--- src/rtl/rvPkg.sv ---
// rvPkg shared ISA encodings, control fields and pipeline records of the core
`default_nettype none

package rvPkg;

	localparam int xlen = 32;

	// addi x0, x0, 0 and the one system encoding we accept
	localparam logic [xlen-1:0] nopInstr = 32'h0000_0013;
	localparam logic [xlen-1:0] ebreakInstr = 32'h0010_0073;

	// major opcodes of the supported subset
	typedef enum logic [6:0] {
		opReg = 7'b0110011,
		opImm = 7'b0010011,
		opLoad = 7'b0000011,
		opStore = 7'b0100011,
		opBranch = 7'b1100011,
		opJal = 7'b1101111,
		opSystem = 7'b1110011
	} opcodeT;

	typedef enum logic [2:0] {
		aluAdd,
		aluSub,
		aluAnd,
		aluOr,
		aluXor,
		aluSlt,
		aluEq,
		aluNe
	} aluOpT;

	// regWen is never set for rd == x0
	typedef struct packed {
		aluOpT aluOp;
		logic useImm;
		logic regWen;
		logic memRen;
		logic memWen;
		logic isBranch;
		logic isJal;
		logic isHalt;
		logic illegal;
	} ctrlT;

	typedef struct packed {
		logic [xlen-1:0] pc;
		logic [xlen-1:0] instr;
	} ifIdT;

	typedef struct packed {
		logic [xlen-1:0] pc;
		ctrlT ctrl;
		logic [4:0] rs1;
		logic [4:0] rs2;
		logic [4:0] rd;
		logic [xlen-1:0] rs1Data;
		logic [xlen-1:0] rs2Data;
		logic [xlen-1:0] imm;
	} idExT;

	typedef struct packed {
		logic [xlen-1:0] pc;
		ctrlT ctrl;
		logic [4:0] rd;
		logic [xlen-1:0] aluResult;
		logic [xlen-1:0] storeData;
	} exMemT;

	typedef struct packed {
		logic [xlen-1:0] pc;
		logic regWen;
		logic [4:0] rd;
		logic [xlen-1:0] wbData;
		logic isHalt;
	} memWbT;

	typedef struct packed {
		logic [xlen-1:0] pc;
		logic [4:0] rd;
		logic [xlen-1:0] wbData;
		logic regWen;
	} retireT;

	// empty slot contents, all enables low
	localparam ctrlT ctrlNone = '{aluOp: aluAdd, useImm: 1'b0, regWen: 1'b0, memRen: 1'b0,
		memWen: 1'b0, isBranch: 1'b0, isJal: 1'b0, isHalt: 1'b0, illegal: 1'b0};
	localparam ifIdT ifIdBubble = '{pc: '0, instr: nopInstr};
	localparam idExT idExBubble = '{pc: '0, ctrl: ctrlNone, rs1: '0, rs2: '0, rd: '0,
		rs1Data: '0, rs2Data: '0, imm: '0};
	localparam exMemT exMemBubble = '{pc: '0, ctrl: ctrlNone, rd: '0, aluResult: '0,
		storeData: '0};
	localparam memWbT memWbBubble = '{pc: '0, regWen: 1'b0, rd: '0, wbData: '0, isHalt: 1'b0};

endpackage

`default_nettype wire

--- src/rtl/decodeStage.sv ---
// decodeStage instruction decode, register file, load-use detection and the ID/EX register
`timescale 1ns/1ns
`default_nettype none

module decodeStage import rvPkg::*; (
	input logic clk,
	input logic arstN,
	input ifIdT ifId,
	input logic ifIdValid,
	input logic redirect,
	input memWbT memWb,
	input logic memWbValid,
	output idExT idEx,
	output logic idExValid,
	output logic stallIf,
	output logic haltSeen
);

	logic [xlen-1:0] regs [32];
	logic [xlen-1:0] instr;
	opcodeT opcode;
	logic [2:0] funct3;
	logic [6:0] funct7;
	logic [4:0] rs1;
	logic [4:0] rs2;
	logic [4:0] rd;
	ctrlT ctrl;
	logic [xlen-1:0] imm;
	logic useRs1;
	logic useRs2;
	logic legal;
	logic wbWrite;
	logic [xlen-1:0] rs1Data;
	logic [xlen-1:0] rs2Data;
	logic loadUse;

	assign instr = ifId.instr;
	assign opcode = opcodeT'(instr[6:0]);
	assign funct3 = instr[14:12];
	assign funct7 = instr[31:25];
	assign rs1 = instr[19:15];
	assign rs2 = instr[24:20];
	assign rd = instr[11:7];

	always_comb begin
		ctrl = ctrlNone;
		imm = '0;
		useRs1 = 1'b0;
		useRs2 = 1'b0;
		legal = 1'b1;
		case (opcode)
			opReg: begin
				useRs1 = 1'b1;
				useRs2 = 1'b1;
				ctrl.regWen = 1'b1;
				case ({funct7, funct3})
					{7'b0000000, 3'b000}: ctrl.aluOp = aluAdd;
					{7'b0100000, 3'b000}: ctrl.aluOp = aluSub;
					{7'b0000000, 3'b111}: ctrl.aluOp = aluAnd;
					{7'b0000000, 3'b110}: ctrl.aluOp = aluOr;
					{7'b0000000, 3'b100}: ctrl.aluOp = aluXor;
					{7'b0000000, 3'b010}: ctrl.aluOp = aluSlt;
					default: legal = 1'b0;
				endcase
			end
			opImm: begin
				// only addi
				useRs1 = 1'b1;
				ctrl.useImm = 1'b1;
				ctrl.regWen = 1'b1;
				imm = {{20{instr[31]}}, instr[31:20]};
				legal = (funct3 == 3'b000);
			end
			opLoad: begin
				useRs1 = 1'b1;
				ctrl.useImm = 1'b1;
				ctrl.regWen = 1'b1;
				ctrl.memRen = 1'b1;
				imm = {{20{instr[31]}}, instr[31:20]};
				legal = (funct3 == 3'b010);
			end
			opStore: begin
				useRs1 = 1'b1;
				useRs2 = 1'b1;
				ctrl.useImm = 1'b1;
				ctrl.memWen = 1'b1;
				imm = {{20{instr[31]}}, instr[31:25], instr[11:7]};
				legal = (funct3 == 3'b010);
			end
			opBranch: begin
				useRs1 = 1'b1;
				useRs2 = 1'b1;
				ctrl.isBranch = 1'b1;
				ctrl.aluOp = (funct3 == 3'b001) ? aluNe : aluEq;
				imm = {{19{instr[31]}}, instr[31], instr[7], instr[30:25], instr[11:8], 1'b0};
				legal = (funct3 == 3'b000) || (funct3 == 3'b001);
			end
			opJal: begin
				ctrl.isJal = 1'b1;
				ctrl.regWen = 1'b1;
				imm = {{11{instr[31]}}, instr[31], instr[19:12], instr[20], instr[30:21], 1'b0};
			end
			opSystem: begin
				ctrl.isHalt = 1'b1;
				legal = (instr == ebreakInstr);
			end
			default: legal = 1'b0;
		endcase
		if (!legal) begin
			// retires as a no-op
			ctrl = ctrlNone;
			ctrl.illegal = 1'b1;
			useRs1 = 1'b0;
			useRs2 = 1'b0;
		end
		if (rd == 5'd0) begin
			ctrl.regWen = 1'b0;
		end
	end

	// writeback port, x0 is never written
	assign wbWrite = memWbValid && memWb.regWen && (memWb.rd != 5'd0);

	always_ff @(posedge clk) begin
		if (wbWrite) begin
			regs[memWb.rd] <= memWb.wbData;
		end
	end

	// same-cycle writes are visible to the read
	assign rs1Data = (rs1 == 5'd0) ? '0 :
		((wbWrite && memWb.rd == rs1) ? memWb.wbData : regs[rs1]);
	assign rs2Data = (rs2 == 5'd0) ? '0 :
		((wbWrite && memWb.rd == rs2) ? memWb.wbData : regs[rs2]);

	// load in EX whose rd feeds the instruction in ID
	assign loadUse = ifIdValid && idExValid && idEx.ctrl.memRen && (idEx.rd != 5'd0) &&
		((useRs1 && rs1 == idEx.rd) || (useRs2 && rs2 == idEx.rd));
	assign stallIf = loadUse;

	always_ff @(posedge clk or negedge arstN) begin
		if (!arstN) begin
			idExValid <= 1'b0;
			idEx <= idExBubble;
			haltSeen <= 1'b0;
		end else begin
			if (ifIdValid && ctrl.isHalt && !redirect && !loadUse) begin
				haltSeen <= 1'b1;
			end
			if (!ifIdValid || redirect || haltSeen || loadUse) begin
				idExValid <= 1'b0;
				idEx <= idExBubble;
			end else begin
				idExValid <= 1'b1;
				idEx <= '{pc: ifId.pc, ctrl: ctrl, rs1: rs1, rs2: rs2, rd: rd,
					rs1Data: rs1Data, rs2Data: rs2Data, imm: imm};
			end
		end
	end

endmodule

`default_nettype wire

--- config.mk ---
export PLATFORM = sky130hd
export DESIGN_NAME = decodeStage
export DESIGN_NICKNAME = d
export VERILOG_FILES = /design/src/rtl/rvPkg.sv /design/src/rtl/decodeStage.sv
export SDC_FILE = /design/constraint.sdc
export NUM_CORES = 1
export LEC_CHECK = 0
export ABC_AREA = 1
export BUFFER_PORTS_ARGS = -buffer_cell sky130_fd_sc_hd__buf_2
export CAP_MARGIN = 20
export CELL_PAD_IN_SITES_DETAIL_PLACEMENT = 1
export CELL_PAD_IN_SITES_GLOBAL_PLACEMENT = 1
export CORE_ASPECT_RATIO = 1.5
export CORE_MARGIN = 4
export CORE_UTILIZATION = 40
export CTS_BUF_LIST = sky130_fd_sc_hd__clkbuf_4
export DETAILED_ROUTE_END_ITERATION = 10
export PLACE_DENSITY_LB_ADDON = 0.1
export REMOVE_ABC_BUFFERS = 1
export SLEW_MARGIN = 30
export SYNTH_ARGS = -nofsm -noshare
export SYNTH_HDL_FRONTEND = slang
export SYNTH_SLANG_ARGS = --single-unit
--- constraint.sdc ---
create_clock -name clk -period 2.24 [get_ports clk]
set_input_delay 0.448 -clock clk [delete_from_list [all_inputs] [get_ports clk]]
set_output_delay 0.448 -clock clk [all_outputs]
set_load 0.05 [all_outputs]
# ---- Word level (Yosys, flattened, before mapping)
# Memory sizes are Yosys's and may differ from the RTL's.
# Cells that the tools add are included.
# Widths: inputs -> output; s select.
dict set report totals {
  register_bits 156
  mem_bits_rw 1024
  mem_bits_ro 0
  mem_count 1
  latchBits 0
}
dict set report classes {
  n_reduce_logical 35
  order_cmp 0
  mul 0
  n_addsub 0
  div 0
  eq_ne 19
  muxes 27
  shifts 0
  bitwise 0
}
# name depth word_bits read_ports rd_ports_with_merged_regs write_ports line
set mem_list {}
lappend mem_list {regs 32 32 2 0 1 decodeStage.sv:19} ;# logic [xlen-1:0] regs [32];
# cell n
set ops {}
lappend ops {{$mux 154} 1}
lappend ops {{$mux 32} 4}
lappend ops {{$pmux 32 s4} 1}
lappend ops {{$eq 32x21->1 const B} 1}
lappend ops {{$eq 10x3->1 const B} 3}
lappend ops {{$eq 7x7->1 const B} 3}
lappend ops {{$eq 5x5->1} 4}
lappend ops {{$mux 1} 17}
lappend ops {{$logic_not 5->1} 3}
lappend ops {{$pmux 3 s5} 1}
lappend ops {{$eq 7x6->1 const B} 2}
lappend ops {{$logic_and 1x1->1} 13}
lappend ops {{$mux 11} 1}
lappend ops {{$eq 10x2->1 const B} 1}
lappend ops {{$eq 10x9->1 const B} 1}
lappend ops {{$logic_not 10->1} 1}
lappend ops {{$reduce_bool 5->1} 2}
lappend ops {{$eq 7x2->1 const B} 1}
lappend ops {{$eq 7x5->1 const B} 1}
lappend ops {{$pmux 1 s6} 1}
lappend ops {{$pmux 3 s2} 1}
lappend ops {{$reduce_or 3->1} 2}
lappend ops {{$reduce_or 6->1} 1}
lappend ops {{$logic_or 1x1->1} 5}
lappend ops {{7 further kinds} 10}

# ---- Logic depth before layout (Yosys ltp)
dict set report logic_depth {
  ltp_word 10
  ltp_mapped 15
  ltp_nobuf 13
}

# ---- Worst setup path before layout
# Ideal clock, no wire load.
dict set report synth_timing {
  path_type {input to register}
  startpoint {in memWb[36] (netlist name)}
  endpoint {mem regs[12][0] (enable)}
  path_stages 9
  t_required_ns 1.819
  path_slack_ns -1.051
  arrival_time_ns 2.870
  setup_ns 0.421
  cell_sequence {buf_2 > inv_1 > nand3_1 > o211ai_1 > inv_1 > buf_2 > buf_2 > nand2_1 > nor2_1}
}
dict set report synth_via {
  elab_chain_len 4
}
# element line
set synth_lines {}
lappend synth_lines {{start, declared} decodeStage.sv:11} ;# input memWbT memWb,
lappend synth_lines {{$reduce_bool 5->1} decodeStage.sv:122} ;# assign wbWrite = memWbValid && memWb.regWen && (memWb.rd != 5'd0);
lappend synth_lines {{$logic_and 1x1->1} decodeStage.sv:122}
lappend synth_lines {{$mux 1} decodeStage.sv:125} ;# if (wbWrite) begin
lappend synth_lines {{$mux 1 (implied by the code)} decodeStage.sv:126} ;# regs[memWb.rd] <= memWb.wbData;
lappend synth_lines {{end, declared} decodeStage.sv:19}
# Several ways; a longest one is shown, not always the timed one.

# ---- Final worst setup path
dict set report layout_timing {
  startpoint {reg idEx[97] (netlist name)}
  endpoint {out stallIf}
}
dict set report layout_via {
  elab_chain_len 4
}
# element line
set layout_lines {}
lappend layout_lines {{start, declared} decodeStage.sv:13} ;# output idExT idEx,
lappend layout_lines {{start signal, assigned} decodeStage.sv:144} ;# idEx <= idExBubble;
lappend layout_lines {{start signal, assigned} decodeStage.sv:152} ;# idEx <= idExBubble;
lappend layout_lines {{start signal, assigned} decodeStage.sv:155} ;# idEx <= '{pc: ifId.pc, ctrl: ctrl, rs1: rs1, rs2: rs2, rd: rd,
lappend layout_lines {{$eq 5x5->1} decodeStage.sv:138} ;# ((useRs1 && rs1 == idEx.rd) || (useRs2 && rs2 == idEx.rd));
lappend layout_lines {{$logic_and 1x1->1} decodeStage.sv:138}
lappend layout_lines {{$logic_or 1x1->1} decodeStage.sv:138}
lappend layout_lines {{$logic_and 1x1->1 (*)} decodeStage.sv:137} ;# assign loadUse = ifIdValid && idExValid && idEx.ctrl.memRen && (idEx.rd != 5'd0) &&
lappend layout_lines {{end, declared} decodeStage.sv:15} ;# output logic stallIf,
# Every way passes the cells marked *; elsewhere a longest branch is shown, timed or not.

==> results.rst <==
.. list-table::
   :header-rows: 1

   * - Metric
     - Value
   * - Result of the run
     - finished, violations left
   * - Violations in the final reports
     - negative setup slack
   * - Via count of the first global-routing pass
     - 56800
   * - Cell with the largest stage delay on the worst path
     - sky130_fd_sc_hd__dfrtp_2
   * - Cell row count
     - around 170
   * - Synthesized flop and latch total
     - roughly 1200
   * - Most frequent cell after synthesis
     - sky130_fd_sc_hd__nand2_1
   * - Most instantiated cells after synthesis
     - sky130_fd_sc_hd__nand2_1 (2035), sky130_fd_sc_hd__edfxtp_1 (1024), sky130_fd_sc_hd__nand3_1 (808), sky130_fd_sc_hd__nor2_1 (633), sky130_fd_sc_hd__inv_1 (549)
   * - Setup slack after layout
     - -949 ps
   * - Post-synth EDFFs
     - 1024
   * - Via count
     - roughly 55000
   * - Hold crit path type
     - in2reg
   * - Final GP Congestion
     - roughly 0.87
   * - Root Buffer
     - sky130_fd_sc_hd__clkbuf_4
   * - Setup WS pre-CTS
     - -198 ps
   * - Launch instance of the worst register-to-register path
     - idEx[97]
   * - Top-level port count
     - 297
   * - Crit path buffers/inverters
     - 2
   * - Area of the die
     - approximately 150000 sq um
   * - Maximum achievable frequency
     - about 0.31 GHz
   * - TritonCTS Buffers
     - between 300 and 400
   * - Initial Util
     - between 40% and 50%
   * - Data arrival at the endpoint of the critical path
     - between 2000 and 3000 ps
   * - Number of H-tree levels
     - 5
   * - Total half-perimeter wirelength after legalization and detailed placement
     - about 170 mm
   * - Async set-reset flop share out of synthesis
     - approximately an eighth
   * - Setup CP Type
     - reg2out
   * - DR DRC count
     - 0
   * - GRT Util Overall
     - a little over a third
   * - Per-instance average area after synthesis
     - approximately 8.9 sq um
   * - Pwr Total
     - 50.0 mW
   * - Primary FF master, synth
     - sky130_fd_sc_hd__edfxtp_1
   * - Hold Crit Start
     - ifId[5]
   * - Detailed Route WL
     - around 270 mm
   * - Share of the yosys chip area belonging to registers
     - around three fifths
   * - Core Util, Final
     - 50.7%
   * - Synthesized area
     - around 58000 sq um
   * - Cell chain of the critical path
     - xor2_1, nor2_1, nand4_1, a21oi_2, nand2_2, inv_2, buf_8
   * - Die boundary width
     - 320 um
   * - Worst r2r path cells
     - 11
   * - Average via count per standard cell
     - 5.72
   * - Pin count of the biggest net entering global routing
     - 87
   * - Startpoint type of the worst setup path
     - flip-flop
   * - Number of nets in the layout
     - 7575
   * - Period utilization
     - 142%
   * - Global-route congestion overflow total
     - 0
   * - Number of DRC markers in iteration 0
     - 4962
   * - Share of the synthesized area in the top cell type
     - 52.8%
   * - Number of distinct library cells after synthesis
     - 34
   * - Post-route minimum period
     - approximately 3200 ps
   * - IR Drop Worst-Case VDD
     - between 0.0006 and 0.0007 V
   * - Vert. Die Dim
     - approximately 480 um
   * - Max-slew violation count
     - 0
   * - Count of mapped cells out of synthesis
     - 6566
   * - DRT Pass-1 Iters
     - 5
   * - Setup repair after global routing missed its margin
     - true
   * - Power per cell area
     - between 600 and 700 nW/um^2
   * - Sinks on the clock net
     - 1169
   * - Remaining antenna violation count after routing
     - 0
   * - Fraction of final layout cells sized beyond drive strength 1
     - about 18%
   * - CTS tree
     - yes
   * - Largest delay share family, worst path
     - flip-flops
   * - MaxCap Viol Count
     - 0
   * - Required time worst endpoint
     - between 1500 and 2000 ps
   * - Endpoint of the lowest-slack register-to-register path
     - idEx[64]
   * - Hold-critical path endpoint
     - idEx[115]
   * - Cell count of the worst hold path
     - 4
   * - Clock skew after layout
     - roughly 74 ps
   * - Remaining max-slew budget at the tightest pin
     - between 50% and 60%
   * - CP peak stage delay
     - around 460 ps
   * - Setup violations, final
     - ~160
   * - Area growth syn-to-layout
     - 26.0%
   * - Post-DR wirelength/cell
     - between 20 and 30 um
   * - Pin slew with the least headroom to its limit
     - 735 ps
   * - Reg clk slew, reported paths
     - 70 ps
   * - Yosys warning total
     - 0
   * - Maximum fanout encountered on the critical timing path
     - 4
   * - Register-to-register path setup slack
     - 80 ps
   * - Final hold violation count
     - 0
   * - Largest buffer count on any clock path
     - 4
   * - Later-pin clock latency in the skew report
     - approximately 1400 ps
   * - CORE AREA
     - 145000 sq um
   * - First-pass GRT wire length
     - 385 mm
   * - Post-synth top area cell
     - sky130_fd_sc_hd__edfxtp_1
   * - Sort of element at the end of the critical path
     - primary output
   * - IO Port Bufs
     - between 200 and 300
   * - Top area cells in the synthesized netlist
     - sky130_fd_sc_hd__edfxtp_1 (53%), sky130_fd_sc_hd__nand2_1 (13%), sky130_fd_sc_hd__nand3_1 (6.9%)
   * - Initial antenna violation count
     - 6
   * - Leakage dissipation
     - roughly 31 nW
==> layout by cell type, fill, tap and decap left out, types with 97 or more instances in the layout <==
cell type                       instances
sky130_fd_sc_hd__o21ai_0              254
sky130_fd_sc_hd__a21oi_1              271
sky130_fd_sc_hd__dlygate4sd3_1        204
sky130_fd_sc_hd__nor2_1               598
sky130_fd_sc_hd__dfrtp_1              129
sky130_fd_sc_hd__inv_1                539
sky130_fd_sc_hd__nand3_1              806
sky130_fd_sc_hd__clkbuf_4             472
sky130_fd_sc_hd__buf_12               191
sky130_fd_sc_hd__buf_6                144
sky130_fd_sc_hd__o211ai_1             321
sky130_fd_sc_hd__buf_4                314
sky130_fd_sc_hd__nand2_1             2031
sky130_fd_sc_hd__buf_2                 97
sky130_fd_sc_hd__edfxtp_1            1024
==> worst register-to-register path: cells and delay by family (launching register included) <==
family	cells	cell delay, ps
AND/OR/NAND/NOR	5	470
flip-flops	1	460
AO/OA/AOI/OAI	1	180
XOR/XNOR	1	180
buffers and inverters	4	710
==> timing repair <==
item	CTS	global route
pin swaps	4	4
hold buffers	212	2
hold endpoints to repair	1439	5
buffers inserted	6	5
resized for setup	348	16
setup endpoints to repair	157	206
==> flip-flops by register name, summed over array words and instances (netlist names) <==
signal / flops
regs: 1024
idEx: 143
idExValid: 1
haltSeen: 1
==> metal layers <==
metal | wire (um) | global-route usage, % | part of all wire [%] | vias to the layer above
li1 | - | - | - | 23900
met1 | 102000 | 41.8 | 38 | 27700
met2 | 131000 | 59.6 | 49 | 2414
met3 | 19300 | 6.43 | 7.2 | 658
met4 | 15200 | 17.6 | 5.7 | 0
met5 | 0 | 0 | 0 | -
==> power breakdown <==
group / total (mW) / leakage, nW / internal [mW] / switching [mW]
combinational: 6.73 / 17.5 / 2.23 / 4.49
clock: 19.1 / 2.29 / 9.55 / 9.55
sequential: 24.1 / 11.2 / 24.0 / 0.177
==> through the flow <==
stage / instance area [sq um] / hold slack, ps / TNS (ps) / std cells
after floorplan: 56100 / 152 / -1916510 / 6138
after global placement: 66300 / 440 / -23400 / 8798
after detailed placement: 66300 / 435 / -19940 / 8798
after CTS: 73300 / 0.0782 / -55020 / 9546
after global routing: 73400 / -35.4 / -40460 / 9561
final: 73400 / 21.1 / -22160 / 9561
==> logic make-up (layout without fill, tap and decap cells) <==
group	Yosys count	count (layout)	share of synthesized area [%]
AO/OA/AOI/OAI	856	856	8.77
XOR/XNOR	13	13	0.195
buffers and inverters	1016	2064	7.45
flip-flops	1169	1169	59.0
other	1	45	0.00644
AND/OR/NAND/NOR	3511	3511	24.6
==> worst max-delay path by stage <==
stage / start / to / depth (start not counted)
after global routing: idEx[97] / stallIf / 7
after CTS: idEx[97] / stallIf / 7
after global placement: ifId[20] / idEx[44] / 13
after floorplan: ifId[20] / idEx[102] / 11
final: idEx[97] / stallIf / 7
after detailed placement: ifId[20] / idEx[44] / 13
==> cell type report <==
class                      instances  area, sq um
multi-input combinational       4412        20000
inverter                         557         2120
clock inverter                    58          221
sequential                      1169        34400
antenna                           13         32.5
timing repair buffer             977        10700
tap                             1903         2380
fill                           16700        71500
clock buffer                     472         3540
No activity file was read; power rests on OpenSTA's default activity.
